$ cat src/logic/sms_cart_pkg.sv
/*
  Shared types and constants for the cartridge support logic.
  Download addresses are 25 bits wide, as the host loader delivers them.
  A cheat code is 128 bits, flags in the top word down to replace in the bottom.
*/
package sms_cart_pkg;

	// ========================================
	// Download side
	// ========================================
	typedef logic [7:0] byte_t;

	localparam int IOCTL_ADDR_W = 25;

	typedef logic [IOCTL_ADDR_W-1:0] ioctl_addr_t;
	typedef logic [7:0] ioctl_index_t;

	localparam ioctl_index_t CHEAT_INDEX = 8'hff;  // All ones marks cheats
	localparam logic [4:0] GG_INDEX = 5'd2;        // Low five index bits
	localparam int HEADER_BYTES = 512;             // Copier header

	// ========================================
	// Console side
	// ========================================
	localparam int CE_PERIOD = 30;  // Strobe pattern length in clk_sys cycles

	typedef struct packed {
		logic [31:0] flags;
		logic [31:0] address;
		logic [31:0] compare;
		logic [31:0] replace;
	} cheat_code_t;

	typedef logic [31:0] sd_lba_t;

endpackage

$ cat src/logic/cheat_code_loader.sv
/*
  Builds one cheat code from a 16-byte download.
  Only the low four address bits select the byte, longer files overwrite.
  cheat_code is stable from cheat_valid until the next cheat download.
*/
module cheat_code_loader (
	input  logic                      clk_sys,
	input  logic                      reset,
	input  logic                      code_wr,
	input  sms_cart_pkg::ioctl_addr_t ioctl_addr,
	input  sms_cart_pkg::byte_t       ioctl_dout,
	output sms_cart_pkg::cheat_code_t cheat_code,
	output logic                      cheat_valid
);
	logic [127:0] code_q;
	logic [6:0]   byte_lsb;

	// Field 0 (flags) sits at the top, bytes go in LSB first
	assign byte_lsb   = {~ioctl_addr[3:2], ioctl_addr[1:0], 3'b000};
	assign cheat_code = code_q;

	always_ff @(posedge clk_sys) begin
		if (code_wr)
			code_q[byte_lsb +: 8] <= ioctl_dout;
	end

	always_ff @(posedge clk_sys) begin
		if (reset)
			cheat_valid <= 1'b0;
		else
			cheat_valid <= code_wr & (ioctl_addr[3:0] == 4'hf);  // Last byte in
	end

endmodule

$ cat config.mk
export PLATFORM = sky130hd
export DESIGN_NAME = cheat_code_loader
export DESIGN_NICKNAME = d
export VERILOG_FILES = /design/src/logic/sms_cart_pkg.sv /design/src/logic/cheat_code_loader.sv
export SDC_FILE = /design/constraint.sdc
export NUM_CORES = 1
export LEC_CHECK = 0
export BUFFER_PORTS_ARGS = -buffer_cell sky130_fd_sc_hd__buf_2
export CAP_MARGIN = 20
export CORE_MARGIN = 1.5
export CORE_UTILIZATION = 51
export CTS_CLUSTER_SIZE = 8
export DETAILED_ROUTE_END_ITERATION = 7
export PLACE_DENSITY = 0.8
export SYNTH_ARGS = -nofsm -noshare
export SYNTH_HDL_FRONTEND = slang
export SYNTH_SLANG_ARGS = --single-unit
$ cat constraint.sdc
create_clock -name clk_sys -period 2.9 [get_ports clk_sys]
set_input_delay 0.58 -clock clk_sys [delete_from_list [all_inputs] [get_ports clk_sys]]
set_output_delay 0.58 -clock clk_sys [all_outputs]
set_load 0.02 [all_outputs]
==> flow_summary.ini <==
[synth]
synth_flop_cell = edfxtp_1
synthArstFlopShare_pct = 0
synth_fp_nets = 393
ys_seq_area_share_pct = 74.99
ys_seq_elements = 129
synthesis.area_um2 = 5152
synth_cell_type_count = 35
synth.most_common_cell = edfxtp_1
synth_warnings = 0
netlist.area_leader.share_pct = 74.60
synth.avg_cell_area_um2 = 14.60
synth-edff-count = 128
synth_common_cells = edfxtp_1 (128), and2_1 (57), nor2_1 (53)
post_synth_main_area_contributors = edfxtp_1 (75%), and2_1 (6.9%), nor2_1 (3.9%)
netlist_instances = 353
yosys.area.top_type = edfxtp_1

[critical_path]
worstSetupStartpoint = ioctl_addr[1]
cp_max_fo = 17
critPathCaptureType = flip-flop
start_kind = primary input
arrival_ps = 2420
required_ps = 3080
critPathKind = in2reg

[floorplanning]
initial_core_util_pct = 52.71
dieArea_um2 = 10710
dieWidth_um = 103.5
num_rows = 36
io_pins = 165
core_area_um2 = 9774
die_y_um = 103.5

[cts]
cts-root-buf = clkbuf_8
clock_sinks = 129
clock_path_buffers = 2
cts_tree = built
clk_pin_slew_ps = 60
ctsResizeCount = 0
numCtsBuffers = 17
post_cts_buffers = 0
holdBufCountCts = 0
cts-htree-levels = 4

[grt]
grt_max_degree = 20
grt_pass1_vias = 3349
track_usage_pct = 22.65
grt-ovfl-total = 0
antenna_found_initial = 0
grt_pass1_wl_um = 17950

[cells_and_area]
drive_gt1_share_pct = 38.45
nets = 555
area_delta_synth_final_pct = 29.38
fin_area_um2 = 6666
num_antenna_cells = 0

[place]
post_dp_cell_area_um2 = 6077
dpl_worst_slack_ps = 176.3
dp_hpwl_um = 7742
gp_congestion = 0.7985
portBuffers = 143

[route]
vias = 3413
wl_per_cell_um = 17.67
drtPass1Iterations = 5
drc = 0
routed_wl_um = 11680
viasPerCell = 5.163
first_iter_violations = 308
ant_nets = 0

[worst_hold_path]
worst_hold_startpoint = reset
hold_path.class = in2reg

[power_and_ir_drop]
power_mw = 4.432
leakage_nw = 2.174
p_per_area_nw_per_um2 = 664.9
ir_drop_uv = 442.3

[sta]
tightest_slew_ps = 591.6
post-route-period-util_pct = 77.30
setup_viol = 0
relSlewSlack_pct = 60.48
tns_ps = 0
drv_slew = 0
fmax_mhz = 446.1
hold_viol_final = 0
period_minus_slack_ps = 2242
rsz0062_at_grt = false
worst_slack_ps = 658.2
hold_ws_ps = 253.4

[run]
cap_viol_max_count = 0

[run_status]
status = complete, no violations
## cell usage in the layout (no fill, tap or decap), types with 3 or more instances in the layout
cell type / synthesis / routed
a21oi_1: 19 / 19
and2_1: 57 / 57
and3_1: 17 / 17
buf_2: 8 / 143
buf_4: 2 / 22
bufinv_16: 0 / 4
clkbuf_16: 0 / 16
clkinv_2: 0 / 5
edfxtp_1: 128 / 128
ha_1: 4 / 4
nand2_1: 22 / 22
nor2_1: 53 / 53
nor3_1: 3 / 3
## power by group
| group | switching, mW | leakage [nW] | internal [mW] |
|---|---|---|---|
| logic | 0.184 | 0.971 | 0.0742 |
| clock network | 0.717 | 0.286 | 1.38 |
| registers | 0.00898 | 0.916 | 2.07 |
## final timing paths
check | endpoint | depth (start not counted)
worst max-delay path | cheat_code[39] | 6
worst min-delay path | cheat_valid | 2
## registers in the layout, indices dropped and copies added, names as in the netlist
register,cells
cheat_code,128
cheat_valid,1
## per-layer routing
metal / track usage, % / up-vias / routed length, um
li1: - / 1593 / -
met1: 27.82 / 1622 / 4609
met2: 37.62 / 175 / 5915
met3: 5.790 / 23 / 845
met4: 10.91 / 0 / 307
met5: 0 / - / 0
## final cells by class
cell class	count	area, um2
inverters	2	7.507
multi-input cells	200	1159
repair buffers	165	880.8
clock buffers	19	421.7
clock inverters	13	167.7
fillers	663	3108
well taps	133	166.4
flip-flops and latches	129	3864
## logic make-up after synthesis
family | Yosys count | synth area share (%)
AOI/OAI and AO/OA | 31 | 4.735
adders and majority gates | 4 | 0.9714
buffers and inverters | 24 | 2.525
DFF | 129 | 74.99
and+or+nand+nor | 165 | 16.78
## worst max-delay path, stage by stage
cell and delay (ps):
buf_2 220, inv_1 100, ha_1 310, or4b_4 590, o211ai_4 190, and3_1 420
## per-stage QoR
stage          utilization [%]  cells
5_1_grt                  68.20    661
4_1_cts                  68.20    661
6_report                 68.20    661
2_1_floorplan                -    353
3_3_place_gp             62.17    629
3_5_place_dp             62.17    629
Note: power is estimated with default switching activity, not from simulation.
