`src/logic/sms_cart_pkg.sv`:
```
/*
  Shared types and constants for the cartridge support logic.
  Download addresses are 25 bits wide, as the host loader delivers them.
  A cheat code is 128 bits, flags in the top word down to replace in the bottom.
*/
package sms_cart_pkg;

	// ========================================
	// Download side
	// ========================================
	typedef logic [7:0] byte_t;

	localparam int IOCTL_ADDR_W = 25;

	typedef logic [IOCTL_ADDR_W-1:0] ioctl_addr_t;
	typedef logic [7:0] ioctl_index_t;

	localparam ioctl_index_t CHEAT_INDEX = 8'hff;  // All ones marks cheats
	localparam logic [4:0] GG_INDEX = 5'd2;        // Low five index bits
	localparam int HEADER_BYTES = 512;             // Copier header

	// ========================================
	// Console side
	// ========================================
	localparam int CE_PERIOD = 30;  // Strobe pattern length in clk_sys cycles

	typedef struct packed {
		logic [31:0] flags;
		logic [31:0] address;
		logic [31:0] compare;
		logic [31:0] replace;
	} cheat_code_t;

	typedef logic [31:0] sd_lba_t;

endpackage

```
`src/logic/clock_enable_gen.sv`:
```
/*
  Phased clock enables from one counter of CE_PERIOD cycles.
  Every strobe is high for one cycle, the cycle after its trigger count.
  ce_sp toggles every cycle.
*/
module clock_enable_gen (
	input  logic clk_sys,
	input  logic reset,
	output logic ce_cpu,
	output logic ce_vdp,
	output logic ce_pix,
	output logic ce_sp
);
	import sms_cart_pkg::*;

	localparam int CNT_W = $clog2(CE_PERIOD);

	logic [CNT_W-1:0] cnt;

	always_ff @(posedge clk_sys) begin
		if (reset) begin
			cnt    <= '0;
			ce_cpu <= 1'b0;
			ce_vdp <= 1'b0;
			ce_pix <= 1'b0;
			ce_sp  <= 1'b0;
		end else begin
			cnt    <= (cnt == CNT_W'(CE_PERIOD - 1)) ? '0 : cnt + 1'b1;
			ce_sp  <= cnt[0];
			ce_cpu <= 1'b0;
			ce_vdp <= 1'b0;  // Every 5
			ce_pix <= 1'b0;  // Every 10
			case (cnt)
				4, 14: ce_vdp <= 1'b1;
				9: begin
					ce_cpu <= 1'b1;
					ce_vdp <= 1'b1;
					ce_pix <= 1'b1;
				end
				19, 29: begin
					ce_vdp <= 1'b1;
					ce_pix <= 1'b1;
				end
				24: begin
					ce_cpu <= 1'b1;  // Late CPU phase, 15 after the first
					ce_vdp <= 1'b1;
				end
				default: ;
			endcase
		end
	end

endmodule

```
`config.mk`:
```
export PLATFORM = sky130hd
export DESIGN_NAME = clock_enable_gen
export DESIGN_NICKNAME = d
export VERILOG_FILES = /design/src/logic/sms_cart_pkg.sv /design/src/logic/clock_enable_gen.sv
export SDC_FILE = /design/constraint.sdc
export NUM_CORES = 1
export LEC_CHECK = 0
export BUFFER_PORTS_ARGS = -buffer_cell sky130_fd_sc_hd__clkbuf_2
export CAP_MARGIN = 0
export CORE_AREA = 8 8 45 47
export CTS_BUF_LIST = sky130_fd_sc_hd__clkbuf_16
export CTS_CLUSTER_SIZE = 20
export DETAILED_ROUTE_END_ITERATION = 16
export DIE_AREA = 0 0 53 55
export GPL_ROUTABILITY_DRIVEN = 0
export GPL_TIMING_DRIVEN = 1
export PLACE_DENSITY = 0.49
export SLEW_MARGIN = 20
export SYNTH_ARGS = -nofsm -noshare
export SYNTH_HDL_FRONTEND = slang
export SYNTH_SLANG_ARGS = --single-unit
```
`constraint.sdc`:
```
create_clock -name clk_sys -period 1.09 [get_ports clk_sys]
set_input_delay 0.0545 -clock clk_sys [delete_from_list [all_inputs] [get_ports clk_sys]]
set_output_delay 0.0545 -clock clk_sys [all_outputs]
set_load 0.005 [all_outputs]
```
==> summary.md <==
## Setup path
* ce_vdp — capture instance of the worst register-to-register path
* -40 ps — internal reg-to-reg setup slack
* inv_2 -> ha_4 -> mux2_4 -> nand3b_1 -> a31oi_1 — series of cell instances along the critical path
* 5 — worst reg-to-reg path cell count
* cnt[1] — source of the critical timing path
* cnt[1] — startpoint of the most critical register-to-register path
* dfxtp_4 — Slowest cell on crit path
* 370 ps — stage delay of the slowest cell on the critical path
* 1240 ps — CP arrival
* ce_vdp — endpoint of the worst setup timing path
* 1200 ps — CP Data Required Time
* flip-flop to flip-flop — type of the worst setup path
* 4 — maximum fanout encountered on the critical timing path
* flip-flop — capturing element type of the critical path
* flip-flop — type of element launching the critical path

## Hold path
* reset — Hold Crit Start
* input pin to flip-flop — Worst Hold Class

## Layout
* 59 — layout net count
* 47.5% — Layout Area Growth over Synthesis
* 265 µm² — multi-input logic area
* 0.455 — final core area utilization
* 189 µm² — Register Area
* 0.519 — fraction of final layout cells with drive strength greater than 1
* 0 — ANT cells
* 140 — # fillers

## Clock tree
* 1 — H-tree Lvls
* 0 — quantity of hold-fixing buffers added after cts
* 2 — CTS max path bufs
* built — CTS tree
* 3 — total CTS buffers
* 230 ps — Clock Latency Late Sink
* 9 — clk sinks
* clkbuf_16 — root buffer cell
* 40 ps — Worst-path clk slew

## Synth
* 0.422 — part of the Yosys area used for sequential elements
* 9 — number of synthesized register bits
* 47 — net count after synthesis
* 0 — YS warnings
* 427 µm² — Post-Synthesis Cell Area
* 0 — share of synthesized flip-flops with an asynchronous set or reset
* 0.422 — area share of the leading cell type in the synthesized netlist
* 41 — Post-Synthesis Cells
* dfxtp_1 (42%), ha_1 (12%), nor2_1 (6.2%) — ranking of synthesized cells by area
* 0 — Post-synth EDFFs
* dfxtp_1 — flip-flop cell with the highest count after synthesis
* dfxtp_1 — leading area contributor after synthesis
* 18 — Distinct cells, synth
* 10.4 µm² — syn_area_per_cell

## Pwr
* 0.252 nW — leakage power figure
* 0.576 — clock network fraction of design power
* 1720 nW/µm² — power per cell area
* 0.000874 W — internal power component
* 0.192 — switching power as a share of total power
* 0.336 — sequential cell fraction of total power
* 0.000208 W — net load switching power
* 777 µV — worst vdd ir
* 0.00108 W — post-route total power
* 0.088 — Comb power frac

## Die
* 2920 µm² — floorplan die area
* 0.308 — starting density of the core
* 55 µm — die span in y
* 1380 µm² — Placeable Area
* 53 µm — width of the chip
* 6 — Top Ports
* 14 — site row count

## STA
* yes — unrepaired setup endpoints after global routing
* 1130 ps — final critical delay including setup and external delays
* 0 — Slew Limit Fails
* 1 — setup violators final
* 77.8 ps — WHS
* 0 — number of hold violations in the final report
* 0.802 — Relative slew margins
* 3.40 ps — Layout Skew
* 886 MHz — highest attainable clock frequency
* 297 ps — actual slew at the worst max-slew pin
* 1.04 — Final period util
* -38.3 ps — slack of the critical path

## Drt
* 0 — DR DRC count
* 12.4 µm — Avg WL per Cell
* 0 — Detail Route Antenna Nets
* 2 — TritonRoute pass-1 iters
* 314 — via count
* 3 — 1st-iter DRT viols
* 842 µm — Routed Wire Length
* 4.62 — vias per cell

## Placement
* 642 µm — DP HPWL
* -66.0 ps — post-placement worst setup slack
* 5 — Port Buf Inserts

## Global route
* 0 — initial antenna violation count
* 1470 µm — first-pass GRT wire length
* 8 — maximum number of pins on one net before global-route repair
* 0.0739 — total global-route track usage
* 0 — Remaining Overflow, GRT
* 319 — number of global-route vias before repair

## Status
* setup timing — violations in the final reports
* complete, but fails checks — status

## Flow run
* 0 — reported max-cap violation count

==> Yosys cell counts, types with 2 or more instances <==
| master | instances |
|---|---|
| ha_1 | 4 |
| dfxtp_1 | 9 |
| xnor2_1 | 2 |
| nor2_1 | 7 |
| xor2_1 | 2 |
| nand3_1 | 2 |
| buf_4 | 2 |
| inv_1 | 3 |
==> stage by stage <==
stage	std cells	setup TNS [ps]	area [µm²]
final	68	-38.3	629
after global routing	68	-321	629
after CTS	68	-81.3	603
after detailed placement	63	-207	499
after global placement	63	-11.2	499
after floorplan	41	0	450
==> what timing repair did <==
item	4_1_cts	5_1_grt
setup endpoints to repair	7	8
pin swaps	1	4
resized for setup	5	5
buffers inserted	1	0
hold endpoints to repair	0	0
==> critical path: cells and delay by family, from the launching register on <==
family | cells | cell delay, ps
adders and majority gates | 1 | 160
buffers and inverters | 1 | 60
AOI/OAI and AO/OA | 1 | 80
and+or+nand+nor | 1 | 80
DFF | 1 | 370
muxes | 1 | 260
==> cell families after synthesis <==
kind of cell / synth area share
compound gates: 0.0675
buf+inv: 0.0880
flops: 0.422
fa+ha+maj: 0.117
mux: 0.0499
simple gates: 0.173
xor+xnor: 0.0821
==> state kept, by name (all words and copies together) (netlist names) <==
register  cells
cnt           5
ce_vdp        1
ce_pix        1
ce_sp         1
ce_cpu        1
==> final cells by class <==
class                   count  share of cell area
clock buffers               3               0.119
multi-input cells          26               0.421
clock inverters             1             0.00596
repair buffers             10              0.0994
well taps                  16              0.0318
inverters                   3              0.0219
flip-flops and latches      9               0.300
==> how the worst min path moves through the flow <==
stage               endpoint  slack (ps)  depth (start not counted)
finish                 ce_sp          80                          2
floorplan              ce_sp         120                          1
global placement       ce_sp         290                          2
detailed placement     ce_sp         300                          2
CTS                    ce_sp          50                          2
global route           ce_sp          80                          2
==> power groups by stage <==
stage          clock network, W  registers (W)  logic [W]
2_1_floorplan                 0       0.000359  0.0000634
3_3_place_gp                  0       0.000363  0.0000768
3_5_place_dp                  0       0.000365  0.0000843
4_1_cts                0.000640       0.000362  0.0000900
5_1_grt                0.000676       0.000366   0.000109
6_report               0.000623       0.000364  0.0000952
==> metal layers <==
metal  up-vias  part of all wire  global-route usage
li1        160                 -                   -
met1       145              0.36              0.0719
met2         7              0.53               0.115
met3         2             0.099              0.0455
met4         0             0.012              0.0517
met5         -                 0                   0
==> placed cells by master (no fill, tap or decap) <==
cell / synthesis / layout
nor2_1: 7 / 7
dfxtp_1: 9 / 6
clkbuf_2: 0 / 5
buf_4: 2 / 5
clkbuf_16: 0 / 3
xnor2_1: 2 / 2
xor2_1: 2 / 2
inv_1: 3 / 2
ha_4: 0 / 2
ha_2: 0 / 2
dfxtp_4: 0 / 2
inv_2: 0 / 1
inv_4: 0 / 1
and4bb_1: 1 / 1
a31oi_2: 1 / 1
mux2i_1: 1 / 1
nor4b_2: 0 / 1
a41o_4: 0 / 1
nand3_2: 0 / 1
nand4b_1: 1 / 1
mux2_4: 0 / 1
nand3b_1: 1 / 1
a31oi_1: 1 / 1
nand3_1: 2 / 1
dfxtp_2: 0 / 1
Note: power is estimated with default switching activity, not from simulation.
