--- src/logic/sms_cart_pkg.sv ---
/*
  Shared types and constants for the cartridge support logic.
  Download addresses are 25 bits wide, as the host loader delivers them.
  A cheat code is 128 bits, flags in the top word down to replace in the bottom.
*/
package sms_cart_pkg;

	// ========================================
	// Download side
	// ========================================
	typedef logic [7:0] byte_t;

	localparam int IOCTL_ADDR_W = 25;

	typedef logic [IOCTL_ADDR_W-1:0] ioctl_addr_t;
	typedef logic [7:0] ioctl_index_t;

	localparam ioctl_index_t CHEAT_INDEX = 8'hff;  // All ones marks cheats
	localparam logic [4:0] GG_INDEX = 5'd2;        // Low five index bits
	localparam int HEADER_BYTES = 512;             // Copier header

	// ========================================
	// Console side
	// ========================================
	localparam int CE_PERIOD = 30;  // Strobe pattern length in clk_sys cycles

	typedef struct packed {
		logic [31:0] flags;
		logic [31:0] address;
		logic [31:0] compare;
		logic [31:0] replace;
	} cheat_code_t;

	typedef logic [31:0] sd_lba_t;

endpackage

--- src/logic/backup_sector_sequencer.sv ---
/*
  Walks BK_SECTORS sector requests to load or save the backup RAM image.
  BK_SECTORS must be a power of two and at least 2.
  Sector data moves outside this block while sd_ack is high.
*/
module backup_sector_sequencer #(
	parameter int BK_SECTORS = 64
) (
	input  logic                  clk_sys,
	input  logic                  reset,
	input  logic                  cart_busy,
	input  logic                  bk_load,
	input  logic                  bk_save,
	input  logic                  img_mounted,
	input  logic                  img_readonly,
	input  logic                  img_present,
	input  logic                  sd_ack,
	output sms_cart_pkg::sd_lba_t sd_lba,
	output logic                  sd_rd,
	output logic                  sd_wr,
	output logic                  bk_busy,
	output logic                  core_reset
);
	localparam int SECT_W = $clog2(BK_SECTORS);

	typedef enum logic [1:0] {ST_IDLE, ST_REQ, ST_ACK} state_t;

	state_t state;
	logic   bk_ena;
	logic   loading;
	logic   old_busy;
	logic   old_load;
	logic   old_save;
	logic   auto_load;
	logic   load_start;
	logic   save_start;

	assign auto_load  = old_busy & ~cart_busy & img_present & bk_ena;  // End of download
	assign load_start = (bk_load & ~old_load & bk_ena) | auto_load;
	assign save_start = bk_save & ~old_save & bk_ena;
	assign bk_busy    = (state != ST_IDLE);

	// Save image must be mounted while the cartridge loads
	always_ff @(posedge clk_sys) begin
		if (reset) begin
			bk_ena   <= 1'b0;
			old_busy <= 1'b0;
			old_load <= 1'b0;
			old_save <= 1'b0;
		end else begin
			old_busy <= cart_busy;
			old_load <= bk_load;
			old_save <= bk_save;
			if (cart_busy & ~old_busy)
				bk_ena <= 1'b0;
			if (cart_busy & img_mounted & ~img_readonly)
				bk_ena <= 1'b1;
		end
	end

	// ========================================
	// Sector FSM
	// ========================================
	always_ff @(posedge clk_sys) begin
		if (reset) begin
			state   <= ST_IDLE;
			loading <= 1'b0;
			sd_rd   <= 1'b0;
			sd_wr   <= 1'b0;
			sd_lba  <= '0;
		end else begin
			case (state)
				ST_IDLE: if (load_start | save_start) begin
					state   <= ST_REQ;
					loading <= load_start;  // Load wins a tie
					sd_lba  <= '0;
					sd_rd   <= load_start;
					sd_wr   <= ~load_start;
				end
				ST_REQ: if (sd_ack) begin
					sd_rd <= 1'b0;
					sd_wr <= 1'b0;
					state <= ST_ACK;
				end
				ST_ACK: if (~sd_ack) begin  // Sector done
					if (&sd_lba[SECT_W-1:0]) begin
						state   <= ST_IDLE;
						loading <= 1'b0;
					end else begin
						sd_lba <= sd_lba + 1'b1;
						sd_rd  <= loading;
						sd_wr  <= ~loading;
						state  <= ST_REQ;
					end
				end
				default: state <= ST_IDLE;
			endcase
		end
	end

	// Core held while the image or its save data is arriving
	always_ff @(posedge clk_sys) begin
		core_reset <= reset | cart_busy | loading | auto_load;
	end

endmodule

--- config.mk ---
export PLATFORM = sky130hd
export DESIGN_NAME = backup_sector_sequencer
export DESIGN_NICKNAME = d
export VERILOG_FILES = /design/src/logic/sms_cart_pkg.sv /design/src/logic/backup_sector_sequencer.sv
export SDC_FILE = /design/constraint.sdc
export NUM_CORES = 1
export LEC_CHECK = 0
export ABC_AREA = 1
export BUFFER_PORTS_ARGS = -buffer_cell sky130_fd_sc_hd__buf_2
export CORE_MARGIN = 4
export CORE_UTILIZATION = 45
export CTS_CLUSTER_DIAMETER = 50
export DETAILED_ROUTE_END_ITERATION = 10
export GPL_ROUTABILITY_DRIVEN = 1
export GPL_TIMING_DRIVEN = 1
export HOLD_SLACK_MARGIN = 0.1
export MAX_ROUTING_LAYER = met4
export PLACE_DENSITY = 0.77
export RECOVER_POWER = 50
export REMOVE_ABC_BUFFERS = 1
export SETUP_SLACK_MARGIN = 0.05
export SLEW_MARGIN = 25
export SYNTH_ARGS = -nofsm -noshare
export SYNTH_HDL_FRONTEND = slang
export SYNTH_SLANG_ARGS = --single-unit
--- constraint.sdc ---
create_clock -name clk_sys -period 2.8 [get_ports clk_sys]
set_input_delay 0.28 -clock clk_sys [delete_from_list [all_inputs] [get_ports clk_sys]]
set_output_delay 0.28 -clock clk_sys [all_outputs]
set_load 0.03 [all_outputs]
==> summary.md <==
| Metric | Value |
|---|---|
| Status | completed |
| Placeable Area | 5540 um2 |
| Count of final setup violators | 0 |
| Routability-driven placement congestion ratio | 0.983 |
| Arrival time of the worst setup path | 2.37 ns |
| Placement row count | 27 |
| Detailed route wirelength on metal3 | 510 um |
| Static power due to leakage | 1.08 nW |
| Wire length of the first global-routing pass | 12000 um |
| Final sum of negative setup slack | 0 ns |
| CTS tree | done |
| Resize count post-CTS | 0 |
| Final hold viol count | 0 |
| Number of enable-type register cells in the synthesized netlist | 0 |
| Peak Freq | 465 MHz |
| Drt drc | 0 |
| Top routing layer used | met4 |
| Die Ht | 83.8 um |
| Aggregate global routing overflow | 0 |
| Share of the core filled with cells | 52.1% |
| Seq cells post-synth | 42 |
| Die width | 83.8 um |
| Part of the cycle the worst path needs | 76.7% |
| Area growth from synthesis to layout | 11.7% |
| Post-placement setup slack | 0.711 ns |
| Worst vdd rail ir drop | 621 uV |
| Kind of start point of the critical path | flip-flop |
| Number of fill cells in the layout | 616 |
| Top-level I/O count | 45 |
| Post-detailed-route wirelength per cell | 13.0 um |
| Via count of the routed design | 2788 |
| Tmin final | 2.15 ns |
| Slew headroom | 14.5% |
| Clock Latency Late Sink | 0.30 ns |
| Met1 wire length | 3100 um |
| Root Buffer Master | clkbuf_8 |
| Crit path required time | 3.02 ns |
| Residual antenna-violating net count after detailed routing | 0 |
| Max Root-Sink Buffers | 2 |
| Starting density of the core | 46.6% |
| Number of violations of the max-capacitance limit | 0 |
| Top-area cell type share of the netlist area | 32.6% |
| Total of hold buffers inserted after clock tree synthesis | 0 |
| CP Launch Point | state[0] |
| Most frequent cell after synthesis | nand2_1 |
| Largest net degree at the start of global routing | 28 |
| Final antenna diode count | 0 |
| Largest fanout of any net on the critical path | 11 |
| Sequential-to-total area share from yosys stat | 32.6% |
| Power density over the cells | 617 nW/um2 |
| Total length of routed wires | 7030 um |
| Critical path endpoint category | flip-flop |
| Final slew viol count | 0 |
| Die outline area | 7010 um2 |
| Worst slack on hold paths | 0.196 ns |
| Number of input and output port buffers inserted | 44 |
| Post-route setup slack | 0.651 ns |
| WL met2 | 3330 um |
| CTS H-tree lvls | 2 |
| Average vias per placed instance | 5.17 |
| Initial DRC Count | 240 |
| Layout net count | 480 |
| Dominant cells by area after synthesis | dfxtp_1, nand2_1, nor2_1, inv_1, nand3_1 |
| Gate count of the mapped netlist | 423 |
| Instance area at placement | 2840 um2 |
| Top post-synthesis cells by count | nand2_1, nor2_1, inv_1, dfxtp_1, nand3_1 |
| RSZ-0062 raised after global routing | false |
| Synthesized cell area | 2580 um2 |
| Clock buffer count from CTS | 5 |
| Post-synthesis cell type with the largest combined area | dfxtp_1 |
| Post-CTS Setup Inserts | 0 |
| HPWL after DPL | 5310 um |
| Post-route cell area | 2890 um2 |
| Actual slew at the worst max-slew pin | 1.28 ns |
| Share of layout cells above drive strength 1 | 7.28% |
| Number of sinks handled by clock tree synthesis | 42 |
| Detailed Routing Iterations Pass 1 | 6 |
| Launch point of the worst hold path | bk_load |
| Proportion of synthesized flip-flops having asynchronous set or reset | 0% |
| Number of warnings reported in the yosys synthesis log | 0 |
| Overall Global Routing Usage | 21.1% |
| Post-synthesis area per instance | 6.11 um2 |
| Clock transition at the register clock pins on the worst setup and hold paths after CTS | 0.09 ns |
| Critical setup path kind | flip-flop to flip-flop |
| Classification of the worst-slack hold path | primary input to flip-flop |
| Number of distinct library cells after synthesis | 26 |
| Number of global-route vias before repair | 2600 |
| Largest clock skew in the final design | 0.0139 ns |
| Flip-flop cell with the highest count after synthesis | dfxtp_1 |
| Antenna violations before repair | 0 |
| Startpoint of the worst-slack reg-to-reg timing path | state[0] |
==> cells by family (layout without fill, tap and decap cells) <==
family	after synthesis	in the layout	synth area share (%)
AOI/OAI and AO/OA	42	42	8.53
xor gates and xnor gates	3	3	1.02
adders and majority gates	5	5	2.42
buffers and inverters	61	105	9.88
DFF	42	42	32.6
and+or+nand+nor	270	270	45.6
==> layout by cell type, fill, tap and decap left out, types with 2 or more instances in the layout <==
cell type,count
nand2_1,134
a21oi_1,29
nand3_2,2
buf_2,9
clkbuf_8,5
nand2_2,3
nor3_1,4
nand3_1,31
o21ai_0,9
nor2_2,5
dfxtp_1,42
xor2_1,3
nand4_1,11
ha_1,5
nor3_2,2
inv_1,52
nor2_1,74
clkbuf_1,35
o21a_1,3
==> final timing paths <==
path,end,slack (ns),depth (start not counted)
worst max-delay path,sd_lba[26],0.65,7
worst min-delay path,old_load,0.20,3
worst max register to register,sd_lba[26],0.65,7
worst min register to register,sd_wr,0.47,2
==> worst max-delay path: stages (launching register included) <==
cell,delay (ns)
dfxtp_1,0.37
inv_1,0.09
ha_1,0.32
nand2_1,0.19
nand2_2,0.11
nor2_1,0.61
o21ai_0,0.23
a21oi_1,0.16
==> where the power goes <==
group	internal, mW	switching [mW]
clock network	0.176	0.234
registers	0.636	0.0311
logic	0.186	0.518
total	0.997	0.782
==> registers in the layout, summed over array words and instances, names as in the netlist <==
register	count
old_load	1
sd_lba	32
old_save	1
loading	1
sd_rd	1
bk_ena	1
state	2
core_reset	1
old_busy	1
sd_wr	1
==> per-layer routing <==
| layer | vias up | track usage (%) |
|---|---|---|
| li1 | 1413 | - |
| met1 | 1253 | 26.0 |
| met2 | 110 | 35.6 |
| met3 | 12 | 4.24 |
| met4 | 0 | 4.82 |
| met5 | - | - |
==> final cells by class <==
type                            count  area, um2  share of cell area, %
Clock inverter                      3       21.3                  0.737
Sequential cell                    42        841                   29.1
Clock buffer                        5       68.8                   2.39
Tap cell                           72       90.1                   3.12
Timing Repair Buffer               44        176                   6.11
Inverter                           53        201                   6.98
Multi-Input combinational cell    320       1490                   51.5
==> per-stage QoR <==
stage | power, mW | std cells
final | 1.78 | 539
after global routing | 1.90 | 539
after CTS | 1.79 | 539
after detailed placement | 1.39 | 531
after global placement | 1.37 | 531
after floorplan | 1.22 | 415
Note: power is estimated with default switching activity, not from simulation.
