<file path="src/logic/sms_cart_pkg.sv">
/*
  Shared types and constants for the cartridge support logic.
  Download addresses are 25 bits wide, as the host loader delivers them.
  A cheat code is 128 bits, flags in the top word down to replace in the bottom.
*/
package sms_cart_pkg;

	// ========================================
	// Download side
	// ========================================
	typedef logic [7:0] byte_t;

	localparam int IOCTL_ADDR_W = 25;

	typedef logic [IOCTL_ADDR_W-1:0] ioctl_addr_t;
	typedef logic [7:0] ioctl_index_t;

	localparam ioctl_index_t CHEAT_INDEX = 8'hff;  // All ones marks cheats
	localparam logic [4:0] GG_INDEX = 5'd2;        // Low five index bits
	localparam int HEADER_BYTES = 512;             // Copier header

	// ========================================
	// Console side
	// ========================================
	localparam int CE_PERIOD = 30;  // Strobe pattern length in clk_sys cycles

	typedef struct packed {
		logic [31:0] flags;
		logic [31:0] address;
		logic [31:0] compare;
		logic [31:0] replace;
	} cheat_code_t;

	typedef logic [31:0] sd_lba_t;

endpackage

</file>
<file path="src/logic/cart_loader.sv">
/*
  Splits host downloads into cheat and cartridge streams.
  Each cartridge byte raises ioctl_wait until the memory acknowledges it,
  so the host must not pulse ioctl_wr while ioctl_wait is high.
  hdr512 and gg_mode are valid only after a download has ended.
*/
module cart_loader #(
	parameter int CART_ADDR_W = 22
) (
	input  logic                      clk_sys,
	input  logic                      reset,
	input  logic                      ioctl_download,
	input  sms_cart_pkg::ioctl_index_t ioctl_index,
	input  logic                      ioctl_wr,
	input  sms_cart_pkg::ioctl_addr_t ioctl_addr,
	input  sms_cart_pkg::byte_t       ioctl_dout,
	input  logic                      wr_ack,
	output logic                      ioctl_wait,
	output logic                      code_wr,
	output logic                      cart_busy,
	output logic                      gg_mode,
	output logic                      wr_req,
	output logic [CART_ADDR_W-1:0]    wr_addr,
	output sms_cart_pkg::byte_t       wr_data,
	output logic [CART_ADDR_W-1:0]    cart_mask,
	output logic [CART_ADDR_W-1:0]    cart_mask512,
	output logic                      hdr512
);
	import sms_cart_pkg::*;

	logic        code_dl;
	logic        cart_dl;
	logic        old_cart_dl;
	logic        cart_byte;
	ioctl_addr_t addr_less_hdr;

	assign code_dl       = ioctl_download & (ioctl_index == CHEAT_INDEX);
	assign cart_dl       = ioctl_download & (ioctl_index != CHEAT_INDEX);
	assign cart_byte     = ioctl_wr & cart_dl;
	assign code_wr       = ioctl_wr & code_dl;
	assign cart_busy     = cart_dl;
	assign addr_less_hdr = ioctl_addr - ioctl_addr_t'(HEADER_BYTES);

	// ========================================
	// Byte stream to memory
	// ========================================
	always_ff @(posedge clk_sys) begin
		if (reset) begin
			old_cart_dl <= 1'b0;
			ioctl_wait  <= 1'b0;
			wr_req      <= 1'b0;
			wr_addr     <= '0;
			hdr512      <= 1'b0;
			gg_mode     <= 1'b0;
		end else begin
			old_cart_dl <= cart_dl;
			if (cart_byte) begin
				ioctl_wait <= 1'b1;  // Held until the arbiter takes it
				wr_req     <= 1'b1;
			end else if (wr_ack) begin
				ioctl_wait <= 1'b0;
				wr_req     <= 1'b0;
				wr_addr    <= wr_addr + 1'b1;
			end
			if (cart_dl & ~old_cart_dl)
				wr_addr <= '0;  // New image starts at 0
			if (old_cart_dl & ~cart_dl) begin
				hdr512  <= ioctl_addr[9];  // Size is an odd multiple of 512
				gg_mode <= (ioctl_index[4:0] == GG_INDEX);
			end
		end
	end

	always_ff @(posedge clk_sys) begin
		if (cart_byte)
			wr_data <= ioctl_dout;
	end

	// Size masks, rebuilt as the addresses pass by
	always_ff @(posedge clk_sys) begin
		if (reset) begin
			cart_mask    <= '0;
			cart_mask512 <= '0;
		end else if (cart_byte) begin
			cart_mask <= (ioctl_addr == '0) ? '0 : cart_mask | ioctl_addr[CART_ADDR_W-1:0];
			if (ioctl_addr == ioctl_addr_t'(HEADER_BYTES))
				cart_mask512 <= '0;
			else
				cart_mask512 <= cart_mask512 | addr_less_hdr[CART_ADDR_W-1:0];
		end
	end

endmodule

</file>
<file path="config.mk">
export PLATFORM = sky130hd
export DESIGN_NAME = cart_loader
export DESIGN_NICKNAME = d
export VERILOG_FILES = /design/src/logic/sms_cart_pkg.sv /design/src/logic/cart_loader.sv
export SDC_FILE = /design/constraint.sdc
export NUM_CORES = 1
export LEC_CHECK = 0
export ABC_AREA = 1
export BUFFER_PORTS_ARGS = -buffer_cell sky130_fd_sc_hd__clkbuf_2
export CAP_MARGIN = 30
export CELL_PAD_IN_SITES_DETAIL_PLACEMENT = 1
export CELL_PAD_IN_SITES_GLOBAL_PLACEMENT = 1
export CORE_UTILIZATION = 35
export CTS_CLUSTER_DIAMETER = 100
export DETAILED_ROUTE_END_ITERATION = 7
export PLACE_DENSITY_LB_ADDON = 0.3
export SLEW_MARGIN = 25
export SYNTH_ARGS = -nofsm -noshare
export SYNTH_HDL_FRONTEND = slang
export SYNTH_SLANG_ARGS = --single-unit
</file>
<file path="constraint.sdc">
create_clock -name clk_sys -period 1.9 [get_ports clk_sys]
set_clock_uncertainty 0.1 [all_clocks]
set_input_delay 0.38 -clock clk_sys [delete_from_list [all_inputs] [get_ports clk_sys]]
set_output_delay 0.38 -clock clk_sys [all_outputs]
set_load 0.02 [all_outputs]
</file>
==> flow_metrics.py, run 1 <==
metrics = {
    "floorplanning": {
        "die_w_um": 105,
        "rows": 37,
        "design.die.area_mm2": 0.0110,
        "num_io_pins": 126,
        "dieHeight_um": 105,
        "coreArea_mm2": 0.0103,
        "start_util_pct": 36.0,
    },
    "sta": {
        "timing.final.crit_share_pct": 88.0,
        "hold_violations": 0,
        "grt_setup_unrepaired": "false",
        "fin_crit_ns": 1.67,
        "finalSetupTns_ns": 0,
        "setup_violations": 0,
        "hold_ws_ns": 0.0940,
        "fmax_mhz": 598,
        "max_slew_margin_pct": 76.7,
        "drv_slew": 0,
        "worst_slew_pin_slew_ns": 0.349,
        "setup_ws_ns": 0.228,
    },
    "grt": {
        "grt_overflow": 0,
        "grt_max_degree": 17,
        "antenna_found_initial": 0,
        "grt_pass1_wl_mm": 17.9,
        "first_global_vias": 3725,
        "grt_usage_pct": 20.6,
    },
    "power": {
        "p_switching_uw": 986,
        "vdd_drop_max_uv": 321,
        "seqPwrFrac_pct": 50.1,
        "p_leak_uw": 0.00223,
        "p_int_uw": 2550,
        "combPwrFrac_pct": 14.6,
        "switching_share_pct": 27.9,
        "design_power_total_uw": 3530,
        "p_clk_share_pct": 35.3,
        "power_density_mw_per_mm2": 740,
    },
    "synthesis": {
        "synth.yosys.warnings": 0,
        "synth.net_count": 549,
        "ys_seq_area_share_pct": 44.3,
        "avgSynthCellArea_um2": 7.39,
        "synth.top_cell.area_share_pct": 37.9,
        "yosys-top-cells-area": "dfxtp_1, nand2_1, inv_1",
        "yosysTopAreaCell": "dfxtp_1",
        "synthDistinctLibCells": 31,
        "syn-cell-area_mm2": 0.00370,
        "postSynthCellCount": 501,
        "ys_ff_latch": 78,
    },
    "clock_tree": {
        "cts.htree.levels": 3,
        "clk_pin_slew_ns": 0.08,
        "cts.sinks": 78,
        "root_buffer": "clkbuf_8",
        "tritoncts": "done",
        "clk_latency_ns": 0.36,
        "clk_path_buf_depth": 2,
        "postCtsResizedCells": 0,
        "cts_hold_buf": 0,
        "cts_setup_buffers": 0,
        "cts_made_buffers": 9,
    },
    "finish": {
        "area_growth_pct": 28.8,
        "layout_commonest_cell": "clkbuf_2",
        "nFillCells": 1373,
        "final_cell_mix": "clkbuf_2, nand2_1, inv_1, dfxtp_1, nor2_1",
        "fin_nets": 689,
        "diodes": 0,
        "final_util_pct": 46.4,
        "drive_gt1_share_pct": 32.7,
        "multi_input_area_mm2": 0.00164,
        "register_area_mm2": 0.00164,
    },
    "critical_path": {
        "crit_slowest_cell": "dfxtp_1",
        "worstPathCellList": "ha_1, nand2_1, nor2_2, nand3_1, nor2_1, nand2_1, nand2_1, nor2_1",
        "cp.required_ns": 2.06,
        "path_max_fanout": 5,
        "cp_data_arrival_time_ns": 1.83,
        "critPathMaxStageDelay_ns": 0.41,
        "setup.worst_path.start_class": "flop",
        "end_kind": "flop",
        "crit_family": "simple AND/OR/NAND/NOR gates",
        "crit_type": "flop to flop",
        "worstSetupStartpoint": "wr_addr[0]$_SDFFE_PP0P_",
        "r2r_start": "wr_addr[0]$_SDFFE_PP0P_",
        "crit_path_frequent_cell": "nand2_1",
        "path_buf_inv": 0,
    },
    "route": {
        "vias_per_cell": 4.65,
        "ant_nets": 0,
        "num_vias": 3638,
        "drt_first_pass_iters": 4,
        "drc": 0,
        "routedWlPerCell_um": 13.8,
        "routed_wl_mm": 10.8,
        "drtIter0Drc": 56,
    },
    "min_path": {
        "hp-class": "input port to flop",
        "hold_start": "ioctl_dout[1]",
    },
    "status": {
        "status": "complete, no violations",
    },
    "job": {
        "max_cap_violations": 0,
    },
    "placed_design": {
        "post-dp-hpwl_mm": 8.66,
        "globalplace.congestion": 0.853,
        "port-buffer-count": 125,
        "post-place-ws_ns": 0.126,
    },
}
==> power groups by stage <==
stage | combinational (µW) | clock (µW) | sequential (µW)
floorplan | 229 | 0 | 1880
global placement | 509 | 0 | 1800
detailed placement | 522 | 0 | 1810
CTS | 524 | 1280 | 1770
global route | 568 | 1350 | 1780
finish | 516 | 1250 | 1770
==> path summary, 6_finish.rpt <==
path	to	depth (start not counted)	slack, ns
worst max-delay path	wr_addr[12]$_SDFFE_PP0P_	8	0.23
worst min-delay path	wr_data[1]$_DFFE_PP_	1	0.09
worst max register to register	wr_addr[12]$_SDFFE_PP0P_	8	0.23
worst min register to register	cart_mask512[14]$_SDFFE_PP0P_	2	0.36
==> state kept, by name, indices dropped and copies added, names as in the netlist <==
register      cells
cart_mask        22
cart_mask512     22
gg_mode           1
hdr512            1
old_cart_dl       1
wr_addr          22
wr_data           8
wr_req            1
==> synth_stat cells <==
| master | count |
|---|---|
| nand2_1 | 112 |
| inv_1 | 82 |
| dfxtp_1 | 70 |
| nor2_1 | 68 |
| nand3_1 | 25 |
| nor2_2 | 24 |
| a21oi_1 | 23 |
| a21oi_2 | 15 |
| o21bai_1 | 14 |
| edfxtp_1 | 8 |
| xor2_1 | 8 |
| nand4_1 | 7 |
| inv_2 | 6 |
| o21ai_0 | 6 |
| nand2_2 | 5 |
| buf_2 | 4 |
| buf_6 | 4 |
| buf_4 | 3 |
| xnor2_1 | 3 |
| ha_1 | 2 |
| nor3_1 | 2 |
| a21oi_4 | 1 |
| nand2_4 | 1 |
| nand3b_1 | 1 |
| nand3b_4 | 1 |
| nor2_4 | 1 |
| nor3_2 | 1 |
| nor4_1 | 1 |
| o21ai_2 | 1 |
| or2_0 | 1 |
| or2_2 | 1 |
==> through the flow <==
step,std cells,instance area [µm²]
global route,782,4770
finish,782,4770
floorplan,501,3700
CTS,782,4770
detailed placement,766,4570
global placement,766,4570
==> layout make-up <==
class	count	share of cell area, %
Inverter	88	6.93
Timing Repair Buffer	140	16.5
Multi-Input combinational cell	324	34.4
Tap cell	136	3.57
Clock buffer	14	3.86
Clock inverter	2	0.262
Sequential cell	78	34.4
==> cell families (layout without fill, tap and decap cells) <==
| kind of cell | Yosys count | count (layout) | synth area share [%] |
|---|---|---|---|
| AO/OA/AOI/OAI | 60 | 60 | 11.0 |
| XOR/XNOR | 11 | 11 | 2.60 |
| adder cells (fa/ha/maj) | 2 | 2 | 0.676 |
| buffers and inverters | 99 | 244 | 11.3 |
| flip-flops | 78 | 78 | 44.3 |
| AND/OR/NAND/NOR | 251 | 251 | 30.1 |
==> routing by layer <==
metal | track usage (%) | part of all wire, % | up-vias
met5 | 0 | 0 | -
met4 | 6.84 | 1.2 | 0
met3 | 5.43 | 5.9 | 8
met2 | 35.5 | 48 | 92
met1 | 24.9 | 45 | 1726
li1 | - | - | 1812
Power figures use the tool's default switching activity.
==> run 2, diff against run 1 <==
RECOVER_POWER = 25   (was default)
==> run 2 against run 1 <==
Compared with the run above: critical path depth increased by 1; cell count is the same; count of clock-buffer cells in the layout unchanged; worst hold slack about the same; sequential share of layout area is 0.27 points higher; non-clock buffer count is the same; fmax down 0.93%; critical endpoint is now wr_addr[9]$_SDFFE_PP0P_; highest routed layer unchanged.
==> flow_metrics.py, run 2 (synthesis results as in run 1) <==
metrics = {
    "sta": {
        "fin_crit_ns": 1.69,
        "max_slew_margin_pct": 76.4,
        "timing.final.crit_share_pct": 88.8,
        "fmax_mhz": 593,
        "hold_violations": 0,
        "drv_slew": 0,
        "setup_violations": 0,
        "worst_slew_pin_slew_ns": 0.353,
        "grt_setup_unrepaired": "false",
        "finalSetupTns_ns": 0,
    },
    "grt": {
        "first_global_vias": 3725,
        "grt_usage_pct": 20.6,
        "grt_max_degree": 17,
        "grt_overflow": 0,
        "antenna_found_initial": 0,
        "grt_pass1_wl_mm": 17.9,
    },
    "floorplanning": {
        "start_util_pct": 36.0,
        "rows": 37,
        "design.die.area_mm2": 0.0110,
        "die_w_um": 105,
        "coreArea_mm2": 0.0103,
        "dieHeight_um": 105,
        "num_io_pins": 126,
    },
    "route": {
        "drc": 0,
        "num_vias": 3638,
        "routed_wl_mm": 10.8,
        "wl_met1_mm": 4.81,
        "met3WireLength_um": 641,
        "routed.top_layer": "met4",
        "routedWlPerCell_um": 13.8,
        "drtIter0Drc": 48,
        "ant_nets": 0,
        "vias_per_cell": 4.65,
        "drt_first_pass_iters": 4,
        "wl_met2_mm": 5.18,
    },
    "clock_tree": {
        "cts_made_buffers": 9,
        "cts_hold_buf": 0,
        "cts.sinks": 78,
        "root_buffer": "clkbuf_8",
        "postCtsResizedCells": 0,
        "cts.htree.levels": 3,
        "tritoncts": "done",
        "clk_pin_slew_ns": 0.08,
        "clk_path_buf_depth": 2,
        "cts_setup_buffers": 0,
        "clk_latency_ns": 0.36,
    },
    "critical_path": {
        "ff2ff_setup_slack_ns": 0.22,
        "r2r_start": "wr_addr[0]$_SDFFE_PP0P_",
        "setup.worst_path.start_class": "input port",
        "path_max_fanout": 10,
        "critPathMaxStageDelay_ns": 0.31,
        "worstPathCellList": "clkbuf_1, nand2_1, nor2_1, nand2_1, nand2_1, nand2_1, clkbuf_2, nand2_1, a21oi_1",
        "cp_data_arrival_time_ns": 1.84,
        "end_kind": "flop",
        "worstSetupStartpoint": "ioctl_index[0]",
        "crit_slowest_cell": "nand2_1",
        "cp.required_ns": 2.05,
        "crit_type": "input port to flop",
        "crit_path_frequent_cell": "nand2_1",
    },
    "status": {
        "status": "complete, no violations",
    },
    "finish": {
        "area_growth_pct": 27.8,
        "multi_input_area_mm2": 0.00163,
        "final_cell_mix": "nand2_1, clkbuf_2, inv_1, dfxtp_1, nor2_1",
        "diodes": 0,
        "drive_gt1_share_pct": 29.6,
        "fin_nets": 689,
        "finalNonFillerCells": 782,
        "register_area_mm2": 0.00164,
        "layout_commonest_cell": "nand2_1",
        "reg_top3": "cart_mask512 x22, cart_mask x22, wr_addr x22",
        "nFillCells": 1383,
    },
    "placed_design": {
        "dp_cells": 766,
        "post-dp-hpwl_mm": 8.66,
        "globalplace.congestion": 0.853,
        "port-buffer-count": 125,
    },
    "power": {
        "power_density_mw_per_mm2": 744,
        "vdd_drop_max_uv": 322,
        "p_leak_uw": 0.00218,
    },
    "job": {
        "max_cap_violations": 0,
    },
    "min_path": {
        "hp-class": "input port to flop",
        "hold_start": "ioctl_dout[1]",
    },
}
==> run 2: final cells by class <==
cell class | instances | area share, %
clock buffer | 14 | 3.89
clock inverter | 2 | 0.264
inverter | 88 | 6.98
multi-input combinational | 324 | 34.4
sequential | 78 | 34.7
tap | 136 | 3.60
timing repair buffer | 140 | 16.2
==> run 2: power breakdown <==
group / switching [µW] / total [µW] / internal, µW
Clock: 620 / 1250 / 625
Combinational: 324 / 507 / 183
Sequential: 38.9 / 1770 / 1730
==> run 2: metrics by stage <==
step / utilization [%] / setup WS [ns] / hold WS [ns] / total power (µW) / cell area (µm²)
2_1_floorplan: - / 0.301 / 0.349 / 2110 / 3700
3_3_place_gp: 44.5 / 0.178 / 0.341 / 2310 / 4570
3_5_place_dp: 44.5 / 0.126 / 0.344 / 2330 / 4570
4_1_cts: 46.4 / 0.182 / 0.0808 / 3580 / 4770
5_1_grt: 46.0 / 0.0300 / 0.0811 / 3690 / 4730
6_report: 46.0 / 0.212 / 0.0938 / 3520 / 4730
==> run 2: per-layer routing <==
metal	vias up	global-route usage, %
li1	1812	-
met1	1726	24.9
met2	92	35.5
met3	8	5.43
met4	0	6.84
met5	-	0
==> run 2: worst paths after layout <==
path	end	cells after the start
worst max-delay path	wr_addr[9]$_SDFFE_PP0P_	9
worst min-delay path	wr_data[1]$_DFFE_PP_	1
worst max register to register	wr_addr[12]$_SDFFE_PP0P_	8
worst min register to register	cart_mask512[14]$_SDFFE_PP0P_	2
==> run 2: worst max-delay path, delay by kind of cell <==
family / cells / cell delay [ns]
buffers and inverters: 2 / 0.39
AND/OR/NAND/NOR: 6 / 1.00
AO/OA/AOI/OAI: 1 / 0.06
==> run 3, diff against run 2 <==
ABC_AREA = default   (was 1)
REMOVE_ABC_BUFFERS = 1   (was default)
==> run 3 against run 2 <==
Compared with the run above: non-clock buffer count is 38 higher; worst setup slack worse by 0.17 ns; power shrank 1.7%; sequential power about the same; critical endpoint is now cart_mask512[4]$_SDFFE_PP0P_.
==> flow_metrics.py, run 3 <==
metrics = {
    "critical_path": {
        "cp.required_ns": 2.05,
        "crit_slowest_cell": "or4_4",
        "crit_type": "input port to flop",
        "worstPathCellList": "clkbuf_2, or4_4, or3_4, o41ai_4, buf_6, nor2_1",
        "setup.worst_path.start_class": "input port",
        "cp_data_arrival_time_ns": 2.01,
        "path_max_fanout": 13,
        "critPathMaxStageDelay_ns": 0.55,
        "end_kind": "flop",
    },
    "clock_tree": {
        "tritoncts": "done",
        "root_buffer": "clkbuf_8",
        "clk_pin_slew_ns": 0.08,
        "cts_made_buffers": 9,
        "cts.sinks": 78,
        "cts.htree.levels": 3,
        "clk_latency_ns": 0.35,
        "clk_path_buf_depth": 2,
    },
    "finish": {
        "fin_nets": 573,
        "final_util_pct": 51.0,
        "reg_top3": "cart_mask512 x22, cart_mask x22, wr_addr x22",
        "area_growth_pct": 38.3,
        "diodes": 0,
        "finalNonFillerCells": 638,
        "final_cell_mix": "clkbuf_2, dfxtp_1, a21oi_1, buf_4, nor2_1",
        "layout_commonest_cell": "clkbuf_2",
        "drive_gt1_share_pct": 35.7,
        "design_area_mm2": 0.00453,
    },
    "floorplanning": {
        "design.die.area_mm2": 0.00975,
        "die_w_um": 98.8,
        "rows": 34,
        "coreArea_mm2": 0.00889,
        "dieHeight_um": 98.8,
        "start_util_pct": 36.9,
        "num_io_pins": 126,
    },
    "power": {
        "power_density_mw_per_mm2": 764,
        "vdd_drop_max_uv": 353,
        "p_leak_uw": 0.00185,
    },
    "sta": {
        "setup_ws_ns": 0.0423,
        "hold_violations": 0,
        "worst_slew_pin_slew_ns": 0.497,
        "fmax_mhz": 538,
        "fin_crit_ns": 1.86,
        "setup_violations": 0,
        "finalSetupTns_ns": 0,
        "max_slew_margin_pct": 66.8,
        "grt_setup_unrepaired": "true",
        "timing.final.crit_share_pct": 97.8,
        "drv_slew": 0,
    },
    "route": {
        "routedWlPerCell_um": 15.4,
        "num_vias": 3335,
        "drc": 0,
        "ant_nets": 0,
        "routed_wl_mm": 9.85,
        "drtIter0Drc": 77,
        "vias_per_cell": 5.23,
        "drt_first_pass_iters": 4,
    },
    "synthesis": {
        "synth.mux.area_fraction_pct": 0,
        "avgSynthCellArea_um2": 9.18,
        "synth_xor_area_share_pct": 0.535,
        "yosysTopAreaCell": "dfxtp_1",
        "yosysMostFrequentCell": "dfxtp_1",
        "synthDistinctLibCells": 42,
        "synth_edf_count": 8,
        "yosys-top-cells-count": "dfxtp_1, a21oi_1, nor2_1, or4_1, o31ai_1",
        "synth_top_family_by_area": "compound AO/OA/AOI/OAI gates",
        "ys_ff_latch": 78,
        "synth.top_cell.area_share_pct": 42.8,
        "synth_compound_area_share_pct": 22.0,
        "synth_flop_cell": "dfxtp_1",
        "synth.yosys.warnings": 0,
        "yosys.area_share.adder_pct": 0.764,
        "async_reset_ff_share_pct": 0,
        "ys_seq_area_share_pct": 50.1,
        "postSynthCellCount": 357,
        "synthSimpleGateAreaFrac_pct": 21.1,
        "yosys-top-cells-area": "dfxtp_1, a21oi_1, edfxtp_1",
        "syn-cell-area_mm2": 0.00328,
    },
    "placed_design": {
        "globalplace.congestion": 0.795,
        "placed_cell_area_mm2": 0.00434,
        "dp_cells": 621,
        "post-place-ws_ns": -0.356,
        "post-dp-hpwl_mm": 7.36,
        "port-buffer-count": 125,
    },
    "min_path": {
        "hp-class": "input port to flop",
    },
    "status": {
        "status": "complete, no violations",
    },
    "grt": {
        "first_global_vias": 3501,
        "antenna_found_initial": 0,
        "grt_pass1_wl_mm": 16.2,
        "grt_usage_pct": 20.9,
        "grt_overflow": 0,
        "grt_max_degree": 49,
    },
    "job": {
        "max_cap_violations": 0,
    },
}
==> run 3: cell types whose count changed after synthesis, moves of 13 or more <==
| cell | change |
|---|---|
| nand2_1 | -100 |
| inv_1 | -67 |
| a21oi_1 | +42 |
| nor2_1 | -27 |
| nor2_2 | -22 |
| nand3_1 | -19 |
| or4_1 | +18 |
| o31ai_1 | +17 |
| a21oi_2 | -15 |
| o21bai_1 | -14 |
| clkbuf_1 | +13 |
==> run 3: power breakdown <==
group	internal, µW	switching, µW	leakage (µW)
Sequential	1730	34.1	0.000647
Clock	593	625	0.000102
Combinational	189	292	0.00110
==> run 3: stage by stage <==
step / hold slack, ns / power, µW
floorplan: 0.349 / 2020
global placement: 0.340 / 2270
detailed placement: 0.349 / 2290
CTS: 0.0834 / 3510
global route: 0.0838 / 3620
finish: 0.0977 / 3460
==> run 3: final timing paths <==
kind | startpoint | slack, ns | cells after the start | end
setup / recovery | ioctl_addr[16] | 0.04 | 6 | cart_mask512[4]$_SDFFE_PP0P_
hold / removal | ioctl_dout[0] | 0.1 | 1 | wr_data[0]$_DFFE_PP_
setup reg to reg | wr_addr[8]$_SDFFE_PP0P_ | 0.12 | 4 | wr_addr[21]$_SDFFE_PP0P_
hold reg to reg | cart_mask512[20]$_SDFFE_PP0P_ | 0.36 | 2 | cart_mask512[20]$_SDFFE_PP0P_
==> run 3: cell type report <==
type,count,area [µm²]
clock buffer,12,166
sequential,78,1640
timing repair buffer,178,1030
clock inverter,4,27.5
tap,108,135
multi-input combinational,242,1460
fill,1107,4360
inverter,16,60.1
==> run 3: critical path: cells and delay by family <==
family,cells,cell delay [ns]
AOI/OAI and AO/OA,1,0.28
and+or+nand+nor,3,1.03
buffers and inverters,2,0.30
==> run 3: kinds of logic (layout without fill, tap and decap cells) <==
logic type | after synthesis | in the layout
flops | 78 | 78
simple gates | 126 | 126
buf+inv | 37 | 210
fa+ha+maj | 2 | 2
compound gates | 112 | 112
xor+xnor | 2 | 2
==> run 3: timing repair <==
item,in CTS,in global routing
resized for setup,0,10
hold buffers,0,0
buffers inserted,0,1
setup endpoints to repair,0,15
==> run 3: layer usage <==
| metal | share of wire (%) | vias up | wire (µm) | track usage (%) |
|---|---|---|---|---|
| li1 | - | 1661 | - | - |
| met1 | 43 | 1571 | 4280 | 24.0 |
| met2 | 50 | 92 | 4930 | 37.3 |
| met3 | 5.6 | 11 | 547 | 6.38 |
| met4 | 0.96 | 0 | 95 | 6.20 |
| met5 | 0 | - | 0 | 0 |
